### src/logic/jtframe_dwnld_pkg.sv
`default_nettype none

package jtframe_dwnld_pkg;

    // SDRAM word address width
    localparam int SDRAMW     = 23;
    // Buffer slots, also the credits held by the producer at reset
    localparam int FIFO_DEPTH = 4;
    localparam int CREDIT_W   = 3;
    localparam int PTR_W      = $clog2(FIFO_DEPTH);

    typedef logic [ 7:0] byte_t;
    typedef logic [15:0] word_t;

    // Active high, bit 0 is the even (low) byte
    typedef logic [ 1:0] mask_t;

    typedef logic [26:0]         hps_addr_t;
    typedef logic [ 7:0]         hps_index_t;
    typedef logic [SDRAMW-1:0]   prog_addr_t;
    typedef logic [CREDIT_W-1:0] credit_t;

    // Only ROM downloads are written to SDRAM
    localparam hps_index_t ROM_INDEX = 8'd0;

    typedef enum logic {
        PACK_EMPTY,
        PACK_HALF
    } pack_state_t;

    typedef enum logic {
        WR_IDLE,
        WR_BUSY
    } writer_state_t;

endpackage

`default_nettype wire

### src/logic/jtframe_dwnld_pack.sv
`default_nettype none

module jtframe_dwnld_pack(
    input  wire                                clk_rom,
    input  wire                                rst,
    input  wire                                hps_download,
    input  wire                                hps_wr,
    input  wire jtframe_dwnld_pkg::hps_addr_t  hps_addr,
    input  wire jtframe_dwnld_pkg::hps_index_t hps_index,
    input  wire jtframe_dwnld_pkg::byte_t      hps_dout,
    input  wire                                credit_return,
    output logic                               hps_wait,
    output logic                               downloading,
    output logic                               push,
    output jtframe_dwnld_pkg::prog_addr_t      push_addr,
    output jtframe_dwnld_pkg::word_t           push_data,
    output jtframe_dwnld_pkg::mask_t           push_mask
);

jtframe_dwnld_pkg::pack_state_t state, state_nx;
jtframe_dwnld_pkg::prog_addr_t  hold_addr, byte_addr, push_addr_nx;
jtframe_dwnld_pkg::byte_t       hold_byte;
jtframe_dwnld_pkg::word_t       hold_word, push_data_nx;
jtframe_dwnld_pkg::mask_t       hold_mask, push_mask_nx;
jtframe_dwnld_pkg::credit_t     credit, credit_nx;
logic                           hold_odd;
logic                           rom_wr, pair, flush_end;
logic                           push_nx, load_hold;

assign rom_wr    = hps_download && hps_wr && hps_index == jtframe_dwnld_pkg::ROM_INDEX;
assign byte_addr = hps_addr[jtframe_dwnld_pkg::SDRAMW:1];

// Odd byte completing the held even byte of the same word
assign pair = state == jtframe_dwnld_pkg::PACK_HALF && !hold_odd && hps_addr[0]
              && hold_addr == byte_addr;

// Held byte as a partial word, the missing lane stays zero
assign hold_word = hold_odd ? {hold_byte, 8'h00} : {8'h00, hold_byte};
assign hold_mask = hold_odd ? 2'b01 : 2'b10;

// Leftover byte once the download has ended
assign flush_end = !hps_download && state == jtframe_dwnld_pkg::PACK_HALF
                   && credit != '0;

always_comb begin
    state_nx     = state;
    push_nx      = 1'b0;
    load_hold    = 1'b0;
    push_addr_nx = hold_addr;
    push_data_nx = hold_word;
    push_mask_nx = hold_mask;
    if (rom_wr) begin
        if (pair) begin
            push_nx      = 1'b1;
            push_data_nx = {hps_dout, hold_byte};
            push_mask_nx = '0;
            state_nx     = jtframe_dwnld_pkg::PACK_EMPTY;
        end else begin
            // A held byte of another word leaves on its own
            push_nx   = state == jtframe_dwnld_pkg::PACK_HALF;
            load_hold = 1'b1;
            state_nx  = jtframe_dwnld_pkg::PACK_HALF;
        end
    end else if (flush_end) begin
        push_nx  = 1'b1;
        state_nx = jtframe_dwnld_pkg::PACK_EMPTY;
    end
end

// One credit per push, one back per word acknowledged by the SDRAM
always_comb begin
    credit_nx = credit;
    if (credit_return) begin
        credit_nx = credit_nx + jtframe_dwnld_pkg::credit_t'(1);
    end
    if (push_nx) begin
        credit_nx = credit_nx - jtframe_dwnld_pkg::credit_t'(1);
    end
end

always_ff @(posedge clk_rom) begin
    if (rst) begin
        state       <= jtframe_dwnld_pkg::PACK_EMPTY;
        push        <= 1'b0;
        credit      <= jtframe_dwnld_pkg::credit_t'(jtframe_dwnld_pkg::FIFO_DEPTH);
        hps_wait    <= 1'b0;
        downloading <= 1'b0;
    end else begin
        state    <= state_nx;
        push     <= push_nx;
        credit   <= credit_nx;
        // No credit left, so the HPS must hold the next byte
        hps_wait <= credit_nx == '0;
        downloading <= hps_download || state_nx == jtframe_dwnld_pkg::PACK_HALF
                       || credit_nx != jtframe_dwnld_pkg::credit_t'(jtframe_dwnld_pkg::FIFO_DEPTH);
    end
end

always_ff @(posedge clk_rom) begin
    if (load_hold) begin
        hold_addr <= byte_addr;
        hold_byte <= hps_dout;
        hold_odd  <= hps_addr[0];
    end
    if (push_nx) begin
        push_addr <= push_addr_nx;
        push_data <= push_data_nx;
        push_mask <= push_mask_nx;
    end
end

endmodule

`default_nettype wire

### src/logic/jtframe_dwnld_fifo.sv
`default_nettype none

module jtframe_dwnld_fifo(
    input  wire                                clk_rom,
    input  wire                                rst,
    input  wire                                push,
    input  wire jtframe_dwnld_pkg::prog_addr_t push_addr,
    input  wire jtframe_dwnld_pkg::word_t      push_data,
    input  wire jtframe_dwnld_pkg::mask_t      push_mask,
    input  wire                                pop,
    output logic                               word_valid,
    output jtframe_dwnld_pkg::prog_addr_t      word_addr,
    output jtframe_dwnld_pkg::word_t           word_data,
    output jtframe_dwnld_pkg::mask_t           word_mask,
    output logic                               credit_return
);

jtframe_dwnld_pkg::prog_addr_t mem_addr [jtframe_dwnld_pkg::FIFO_DEPTH];
jtframe_dwnld_pkg::word_t      mem_data [jtframe_dwnld_pkg::FIFO_DEPTH];
jtframe_dwnld_pkg::mask_t      mem_mask [jtframe_dwnld_pkg::FIFO_DEPTH];

logic [jtframe_dwnld_pkg::PTR_W-1:0] wr_ptr, rd_ptr;
jtframe_dwnld_pkg::credit_t          count;

// Head entry is always visible
assign word_valid = count != '0;
assign word_addr  = mem_addr[rd_ptr];
assign word_data  = mem_data[rd_ptr];
assign word_mask  = mem_mask[rd_ptr];

always_ff @(posedge clk_rom) begin
    if (rst) begin
        wr_ptr        <= '0;
        rd_ptr        <= '0;
        count         <= '0;
        credit_return <= 1'b0;
    end else begin
        if (push) begin
            wr_ptr <= wr_ptr + 1'b1;
        end
        if (pop) begin
            rd_ptr <= rd_ptr + 1'b1;
        end
        case ({push, pop})
            2'b10:   count <= count + jtframe_dwnld_pkg::credit_t'(1);
            2'b01:   count <= count - jtframe_dwnld_pkg::credit_t'(1);
            default: count <= count;
        endcase
        // Slot freed, hand the credit back to the producer
        credit_return <= pop;
    end
end

// Storage
always_ff @(posedge clk_rom) begin
    if (push) begin
        mem_addr[wr_ptr] <= push_addr;
        mem_data[wr_ptr] <= push_data;
        mem_mask[wr_ptr] <= push_mask;
    end
end

endmodule

`default_nettype wire

### src/logic/jtframe_prog_writer.sv
`default_nettype none

module jtframe_prog_writer(
    input  wire                                clk_rom,
    input  wire                                rst,
    input  wire                                word_valid,
    input  wire jtframe_dwnld_pkg::prog_addr_t word_addr,
    input  wire jtframe_dwnld_pkg::word_t      word_data,
    input  wire jtframe_dwnld_pkg::mask_t      word_mask,
    input  wire                                prog_rdy,
    output logic                               pop,
    output logic                               prog_we,
    output jtframe_dwnld_pkg::prog_addr_t      prog_addr,
    output jtframe_dwnld_pkg::word_t           prog_data,
    output jtframe_dwnld_pkg::mask_t           prog_mask
);

jtframe_dwnld_pkg::writer_state_t state;
logic                             start;

// Take the head word when idle
assign start = state == jtframe_dwnld_pkg::WR_IDLE && word_valid;

// Write request stays up for the whole busy phase
assign prog_we = state == jtframe_dwnld_pkg::WR_BUSY;

// Head word leaves the queue once the SDRAM has taken it
assign pop = state == jtframe_dwnld_pkg::WR_BUSY && prog_rdy;

always_ff @(posedge clk_rom) begin
    if (rst) begin
        state <= jtframe_dwnld_pkg::WR_IDLE;
    end else begin
        case (state)
            jtframe_dwnld_pkg::WR_IDLE: begin
                if (word_valid) begin
                    state <= jtframe_dwnld_pkg::WR_BUSY;
                end
            end
            jtframe_dwnld_pkg::WR_BUSY: begin
                if (prog_rdy) begin
                    state <= jtframe_dwnld_pkg::WR_IDLE;
                end
            end
            default: state <= jtframe_dwnld_pkg::WR_IDLE;
        endcase
    end
end

// Program registers, steady until prog_rdy
always_ff @(posedge clk_rom) begin
    if (start) begin
        prog_addr <= word_addr;
        prog_data <= word_data;
        prog_mask <= word_mask;
    end
end

endmodule

`default_nettype wire

### src/logic/jtframe_dwnld_top.sv
`default_nettype none

module jtframe_dwnld_top(
    input  wire                                clk_rom,
    input  wire                                rst,
    // HPS download stream
    input  wire                                hps_download,
    input  wire                                hps_wr,
    input  wire jtframe_dwnld_pkg::hps_addr_t  hps_addr,
    input  wire jtframe_dwnld_pkg::hps_index_t hps_index,
    input  wire jtframe_dwnld_pkg::byte_t      hps_dout,
    output logic                               hps_wait,
    output logic                               downloading,
    // SDRAM programming port
    output logic                               prog_we,
    output jtframe_dwnld_pkg::prog_addr_t      prog_addr,
    output jtframe_dwnld_pkg::word_t           prog_data,
    output jtframe_dwnld_pkg::mask_t           prog_mask,
    input  wire                                prog_rdy
);

logic                          push, pop, credit_return, word_valid;
jtframe_dwnld_pkg::prog_addr_t push_addr, word_addr;
jtframe_dwnld_pkg::word_t      push_data, word_data;
jtframe_dwnld_pkg::mask_t      push_mask, word_mask;

jtframe_dwnld_pack u_pack(
    .clk_rom        ( clk_rom        ),
    .rst            ( rst            ),
    .hps_download   ( hps_download   ),
    .hps_wr         ( hps_wr         ),
    .hps_addr       ( hps_addr       ),
    .hps_index      ( hps_index      ),
    .hps_dout       ( hps_dout       ),
    .credit_return  ( credit_return  ),
    .hps_wait       ( hps_wait       ),
    .downloading    ( downloading    ),
    .push           ( push           ),
    .push_addr      ( push_addr      ),
    .push_data      ( push_data      ),
    .push_mask      ( push_mask      )
);

jtframe_dwnld_fifo u_fifo(
    .clk_rom        ( clk_rom        ),
    .rst            ( rst            ),
    .push           ( push           ),
    .push_addr      ( push_addr      ),
    .push_data      ( push_data      ),
    .push_mask      ( push_mask      ),
    .pop            ( pop            ),
    .word_valid     ( word_valid     ),
    .word_addr      ( word_addr      ),
    .word_data      ( word_data      ),
    .word_mask      ( word_mask      ),
    .credit_return  ( credit_return  )
);

jtframe_prog_writer u_writer(
    .clk_rom        ( clk_rom        ),
    .rst            ( rst            ),
    .word_valid     ( word_valid     ),
    .word_addr      ( word_addr      ),
    .word_data      ( word_data      ),
    .word_mask      ( word_mask      ),
    .prog_rdy       ( prog_rdy       ),
    .pop            ( pop            ),
    .prog_we        ( prog_we        ),
    .prog_addr      ( prog_addr      ),
    .prog_data      ( prog_data      ),
    .prog_mask      ( prog_mask      )
);

endmodule

`default_nettype wire

### config.mk
export PLATFORM = sky130hd
export DESIGN_NAME = jtframe_dwnld_top
export DESIGN_NICKNAME = d
export VERILOG_FILES = /design/src/logic/jtframe_dwnld_pkg.sv /design/src/logic/jtframe_dwnld_pack.sv /design/src/logic/jtframe_dwnld_fifo.sv /design/src/logic/jtframe_prog_writer.sv /design/src/logic/jtframe_dwnld_top.sv
export SDC_FILE = /design/constraint.sdc
export NUM_CORES = 1
export LEC_CHECK = 0
export ABC_AREA = 1
export ABC_CLOCK_PERIOD_IN_PS = 3700
export BUFFER_PORTS_ARGS = -buffer_cell sky130_fd_sc_hd__buf_2
export CELL_PAD_IN_SITES_DETAIL_PLACEMENT = 2
export CELL_PAD_IN_SITES_GLOBAL_PLACEMENT = 2
export CORE_MARGIN = 2
export CORE_UTILIZATION = 42
export DETAILED_ROUTE_END_ITERATION = 8
export PLACE_DENSITY = 0.79
export SKIP_LAST_GASP = 1
export SYNTH_ARGS = -nofsm -noshare
export SYNTH_HDL_FRONTEND = slang
export SYNTH_SLANG_ARGS = --single-unit
### constraint.sdc
create_clock -name clk_rom -period 3.7 [get_ports clk_rom]
set_input_delay 0.185 -clock clk_rom [delete_from_list [all_inputs] [get_ports clk_rom]]
set_output_delay 0.185 -clock clk_rom [all_outputs]
set_load 0.02 [all_outputs]
* After elaboration in Yosys (flattened, before gate mapping)
Memories as Yosys holds them, arrays and structs flattened. A register that Yosys moved wholly into a read port is not among the register bits.
Index checks and enable logic that the tools add are counted.
** Word-level totals
- Output and inout port bits :: 44
- Memories :: 3
- Memory bits (writable) :: 164
- Register bits after elaboration :: 89
** Operators by class
- Muxes and demuxes :: 21
- Reductions and logical operators :: 18
- Add/subtract/negate cells :: 6
- Bitwise logic cells :: 1
- Eq/ne operators :: 4
** Memory list
- u_fifo.mem_addr :: words 4, width 23, rd ports 1, clocked after Yosys merged registers in 1, wr ports 1, RTL line jtframe_dwnld_fifo.sv:18 : jtframe_dwnld_pkg::prog_addr_t mem_addr [jtframe_dwnld_pkg::FIFO_DEPTH];
- u_fifo.mem_data :: words 4, width 16, rd ports 1, clocked after Yosys merged registers in 1, wr ports 1, RTL line jtframe_dwnld_fifo.sv:19 : jtframe_dwnld_pkg::word_t mem_data [jtframe_dwnld_pkg::FIFO_DEPTH];
- u_fifo.mem_mask :: words 4, width 2, rd ports 1, clocked after Yosys merged registers in 1, wr ports 1, RTL line jtframe_dwnld_fifo.sv:20 : jtframe_dwnld_pkg::mask_t mem_mask [jtframe_dwnld_pkg::FIFO_DEPTH];
** Operator list (count)
- 16-bit two-way mux :: 3
- 23-bit equality test :: 1
- 1-bit two-way mux :: 11
- 1-bit logical AND :: 9
- 8-bit logical NOT :: 1
- 3-bit by 1-bit adder with 3-bit output (second input constant) :: 2
- 2-bit two-way mux :: 3
- 3-bit two-way mux :: 2
- 3-bit case mux with 2 select lines :: 1
- 3-bit nonzero test :: 2
- 3-bit by 1-bit subtractor with 3-bit output (second input constant) :: 2
- 2-bit by 1-bit adder with 2-bit output (second input constant) :: 2
- 3-bit logical NOT :: 1
- 3-bit != test (second input constant) :: 1
- 2-bit by 1-bit equality test with 1-bit output (second input constant) :: 1
- 2-bit equality test (second input constant) :: 1
- 1-bit logical NOT :: 2
- 1-bit logical OR :: 2
- 1-bit case mux with 2 select lines :: 1
- 2-bit nonzero test :: 1
- 1-bit inverter :: 1

* Depth between registers and ports, before layout
- Depth after elaboration :: 9
- Depth in mapped cells :: 13

* Hierarchy
From an unflattened synthesis, not the netlist that was laid out.
** Unflattened totals
- Cell total of the unflattened synthesis :: 833
- Area total of the unflattened synthesis :: 11222.0 µm²
** By module, submodules not included
- jtframe_dwnld_fifo :: area an instance 6540.0 µm², instances 1, seq. area each 5124.9 µm², cells an instance 457
- jtframe_dwnld_pack :: area an instance 3398.3 µm², instances 1, seq. area each 2332.2 µm², cells an instance 326
- jtframe_prog_writer :: area an instance 1283.7 µm², instances 1, seq. area each 1251.2 µm², cells an instance 50

* Least setup slack after synthesis
Ideal clock, no wire load.
- Kind :: register -> register
- Start :: register u_fifo.count[1]
- End :: register u_writer.prog_addr[0], read port of u_fifo.mem_addr, enable pin
- Path buffers :: 0
- Arrival time :: 2673 ps
- Setup slack :: 562 ps
- Cell stages (with the launch flop) :: 3
- Library setup time :: 466 ps
- Cell sequence :: dfxtp_1 -> inv_1 -> a31oi_1
** On the way
- Longest elaborated chain between the ends :: 2
** Ends and longest elaborated chain
- from (decl) :: RTL line jtframe_dwnld_fifo.sv:23 : jtframe_dwnld_pkg::credit_t count;
- from (signal assigned) :: RTL line jtframe_dwnld_fifo.sv:45 : 2'b10: count <= count + jtframe_dwnld_pkg::credit_t'(1);
- from (signal assigned) :: RTL line jtframe_dwnld_fifo.sv:46 : 2'b01: count <= count - jtframe_dwnld_pkg::credit_t'(1);
- from (signal assigned) :: RTL line jtframe_dwnld_fifo.sv:47 : default: count <= count;
- 3-bit nonzero test :: RTL line jtframe_dwnld_fifo.sv:26 : assign word_valid = count != '0;
- 1-bit logical AND :: RTL line jtframe_prog_writer.sv:22 : assign start = state == jtframe_dwnld_pkg::WR_IDLE && word_valid;
- via u_writer.start :: RTL line jtframe_prog_writer.sv:19 : logic start;
- to (decl) :: RTL line jtframe_prog_writer.sv:13 : output jtframe_dwnld_pkg::prog_addr_t prog_addr,
The timed path passes the listed nets, and every way through them passes these cells.
A chain may end at the register's enable or synchronous reset.

* Worst setup path after layout
- Start :: register u_pack.credit[0]
- End :: register u_pack.push_data[11], enable pin
** On the way
- Longest elaborated chain between the ends :: 4
** Ends and longest elaborated chain
- from (decl) :: RTL line jtframe_dwnld_pack.sv:25 : jtframe_dwnld_pkg::credit_t credit, credit_nx;
- from (signal assigned) :: RTL line jtframe_dwnld_pack.sv:85 : credit <= jtframe_dwnld_pkg::credit_t'(jtframe_dwnld_pkg::FIFO_DEPTH);
- from (signal assigned) :: RTL line jtframe_dwnld_pack.sv:91 : credit <= credit_nx;
- 3-bit nonzero test :: RTL line jtframe_dwnld_pack.sv:43 : && credit != '0;
- 1-bit logical AND :: RTL line jtframe_dwnld_pack.sv:43
- 1-bit two-way mux :: RTL line jtframe_dwnld_pack.sv:64 : end else if (flush_end) begin
- 1-bit two-way mux :: RTL line jtframe_dwnld_pack.sv:52 : if (rom_wr) begin
- via u_pack.push_nx :: RTL line jtframe_dwnld_pack.sv:28 : logic push_nx, load_hold;
- to (signal assigned) :: RTL line jtframe_dwnld_pack.sv:107 : push_data <= push_data_nx;
- to (decl) :: RTL line jtframe_dwnld_pack.sv:16 : output jtframe_dwnld_pkg::word_t push_data,
The timed path passes the listed nets, and every way through them passes these cells.

==> results.sh <==
export IMPL_grt_ovfl_total=0
export IMPL_clock_sinks=294
export IMPL_min_path_type="in -> reg"
export IMPL_clockRootBuffer="clkbuf_16"
export IMPL_nNetsFinal=996
export IMPL_clk_latency_ns=0.57
export IMPL_dp_hpwl_um=20200
export IMPL_clockBufferDepth=3
export IMPL_synth_area_sq_mm=0.01107
export IMPL_ys_warn_count=0
export IMPL_cp_end_kind="flip-flop"
export IMPL_min_period_ns=2.384
export IMPL_htreeDepth=1
export IMPL_crit_required_ns=3.93
export IMPL_num_rows=59
export IMPL_status="finished clean"
export IMPL_fillCellCount=2487
export IMPL_slowest_stage="inv_1"
export IMPL_arrival_ns=2.61
export IMPL_drt_initial_drc_count=474
export IMPL_coreArea_sq_mm=0.02598
export IMPL_critical_path_class="reg -> reg"
export IMPL_post_cts_buffers=0
export IMPL_diodes=0
export IMPL_startpoint_type="flip-flop"
export IMPL_drt_total_wl_um=35050
export IMPL_portBuffers=88
export IMPL_yosysTopAreaCell="edfxtp_1"
export IMPL_setup_viol=0
export IMPL_synth_top_area_share=0.7540
export IMPL_slew_viol_final=0
export IMPL_clkTransAtPathRegs_ns=0.06
export IMPL_rsz0062_at_grt="no"
export IMPL_stdcell_area_sq_mm=0.01328
export IMPL_path_cells="inv_1 > ha_1 > nand2_1 > nand3_1 > o21ai_2 > nand2_1 > inv_1 > buf_12"
export IMPL_antenna_found_initial=2
export IMPL_powerDensity_mw_per_mm2=520.2
export IMPL_synth_area_per_cell_sq_um=13.79
export IMPL_via_count=7070
export IMPL_max_cap_viol_count=0
export IMPL_drc_errors=0
export IMPL_p_leak_nw=4.928
export IMPL_finalCritPeriodShare=0.6442
export IMPL_layout_common_cells="edfxtp_1, nor2_1, o21ai_0"
export IMPL_ant_nets=0
export IMPL_slowest_delay_ns=0.60
export IMPL_layout_drive_gt1_share=0.1736
export IMPL_areaGrowthSynthToFinish_pct=19.92
export IMPL_num_io_pins=92
export IMPL_die_h_um=166.4
export IMPL_synth_nets=860
export IMPL_postPlaceCellArea_sq_mm=0.01194
export IMPL_routedWlPerCell_um=27.02
export IMPL_synth_cells=803
export IMPL_dr_pass1_iters=5
export IMPL_cts_tree="done"
export IMPL_crit_fanout=30
export IMPL_yosys_top_cells_area="edfxtp_1, nor2_1, o21ai_0"
export IMPL_yosysUniqueCellTypes=32
export IMPL_grt_pass1_wl_um=52280
export IMPL_final_hold_viol_count=0
export IMPL_ys_ff_latch=294
export IMPL_fmax_ghz=0.4195
export IMPL_dieArea_sq_mm=0.02768
export IMPL_mostFrequentLayoutCell="edfxtp_1"
export IMPL_cts_buffers=31
export IMPL_initial_core_util=0.4261
export IMPL_place_gp_congestion=0.6907
export IMPL_crit_family="buffers and inverters"
export IMPL_grt_total_usage=0.2541
export IMPL_peakVddDrop_mv=0.3490
export IMPL_grt_max_degree=84
export IMPL_worst_path_buf_inv=3
export IMPL_setup_total_negative_slack_ns=0
export IMPL_die_w_um=166.4
export IMPL_via_per_inst=5.451
export IMPL_yosysSeqAreaShare=0.7829
export IMPL_slew_headroom=0.3419
export IMPL_clock_skew_ns=0.02678
export IMPL_worstMarginPinSlew_ns=0.9857
export IMPL_grt_pass1_vias=8129
## per-layer routing
metal / track usage / vias to the layer above / wire length [um]
li1: - / 3123 / -
met5: 0 / - / 13
met4: 0.08171 / 2 / 963
met3: 0.03432 / 66 / 1512
met2: 0.4533 / 208 / 18040
met1: 0.3216 / 3671 / 14520
## final cells by class
cell class / count / area (sq um) / share of cell area
tap: 335 / 419.2 / 0.03157
clock inverter: 20 / 206.4 / 0.01555
multi-input combinational: 404 / 2002 / 0.1508
timing repair buffer: 134 / 908.4 / 0.06841
inverter: 74 / 277.8 / 0.02092
sequential: 294 / 8670 / 0.6529
clock buffer: 36 / 794.5 / 0.05984
## cells by family after synthesis
| family | count (synthesis) | synth area share |
|---|---|---|
| flops | 294 | 0.7829 |
| simple gates | 242 | 0.09301 |
| compound gates | 150 | 0.07323 |
| buf+inv | 105 | 0.03763 |
| fa+ha+maj | 9 | 0.01085 |
| xor+xnor | 3 | 0.002374 |
## power by group
group | total, mW | switching [mW] | leakage, nW | internal, mW
Clock | 3.18 | 1.37 | 0.490 | 1.81
Sequential | 3.60 | 0.00282 | 2.63 | 3.60
Combinational | 0.127 | 0.0695 | 1.81 | 0.0571
## synth_stat cells
master    number
a21oi_1        8
a31oi_1        2
and2_1         1
buf_1          2
buf_2          3
buf_4          1
buf_6          2
clkbuf_1      23
dfxtp_1       16
edfxtp_1     278
fa_1           1
ha_1           8
inv_1         73
inv_2          1
nand2_1       77
nand2_2        5
nand3_1       10
nand3_2        2
nand3b_1       2
nand3b_4       1
nand4_1        8
nor2_1       126
nor2_2         8
nor2_8         1
nor3_1         1
o211ai_1       1
o21ai_0       89
o21ai_1        8
o21ai_2        1
o22ai_1       41
xnor2_1        1
xor2_1         2
## flip-flops by register name (all words and copies together) (netlist names), 3 cells and up
name                cells
u_fifo.mem_mask         8
u_pack.credit           3
u_writer.prog_data     16
u_pack.push_addr       23
u_writer.prog_addr     23
u_pack.hold_addr       23
u_pack.push_data       16
u_pack.hold_byte        8
u_fifo.mem_addr        92
u_fifo.mem_data        64
u_fifo.count            3
## what timing repair did
item	CTS	global route
setup endpoints to repair	0	0
hold endpoints to repair	41	0
gates resized for setup	0	0
hold buffers	34	0
## stage by stage
stage               power (mW)  worst slack [ns]    util  cells  hold slack [ns]
floorplan                3.710            0.5618       -    803           0.2839
global placement         3.757             1.449  0.4594   1207           0.3810
detailed placement       3.765             1.335  0.4594   1207           0.3912
CTS                      6.955             1.315  0.5110   1297         0.007637
global route             7.087             1.165  0.5110   1297          0.06386
finish                   6.907             1.316  0.5110   1297          0.01477
## worst reg2reg max path, stage by stage (launching register included)
cell     delay, ns
dfxtp_1       0.37
inv_1         0.06
ha_1          0.19
nand2_1       0.06
nand3_1       0.17
o21ai_2       0.15
nand2_1       0.11
inv_1         0.60
buf_12        0.33
## worst paths after layout
check / cells after the start / to / slack (ns) / start
max: 8 / u_pack.push_data[11]$_DFFE_PN_ / 1.32 / u_pack.credit[0]$_SDFF_PP0_
min: 5 / u_pack.downloading$_SDFF_PP0_ / 0.01 / hps_download
max reg2reg: 8 / u_pack.push_data[11]$_DFFE_PN_ / 1.32 / u_pack.credit[0]$_SDFF_PP0_
min reg2reg: 1 / u_fifo.count[0]$_SDFFE_PP0P_ / 0.47 / u_fifo.count[0]$_SDFFE_PP0P_
Note: power is estimated with default switching activity, not from simulation.
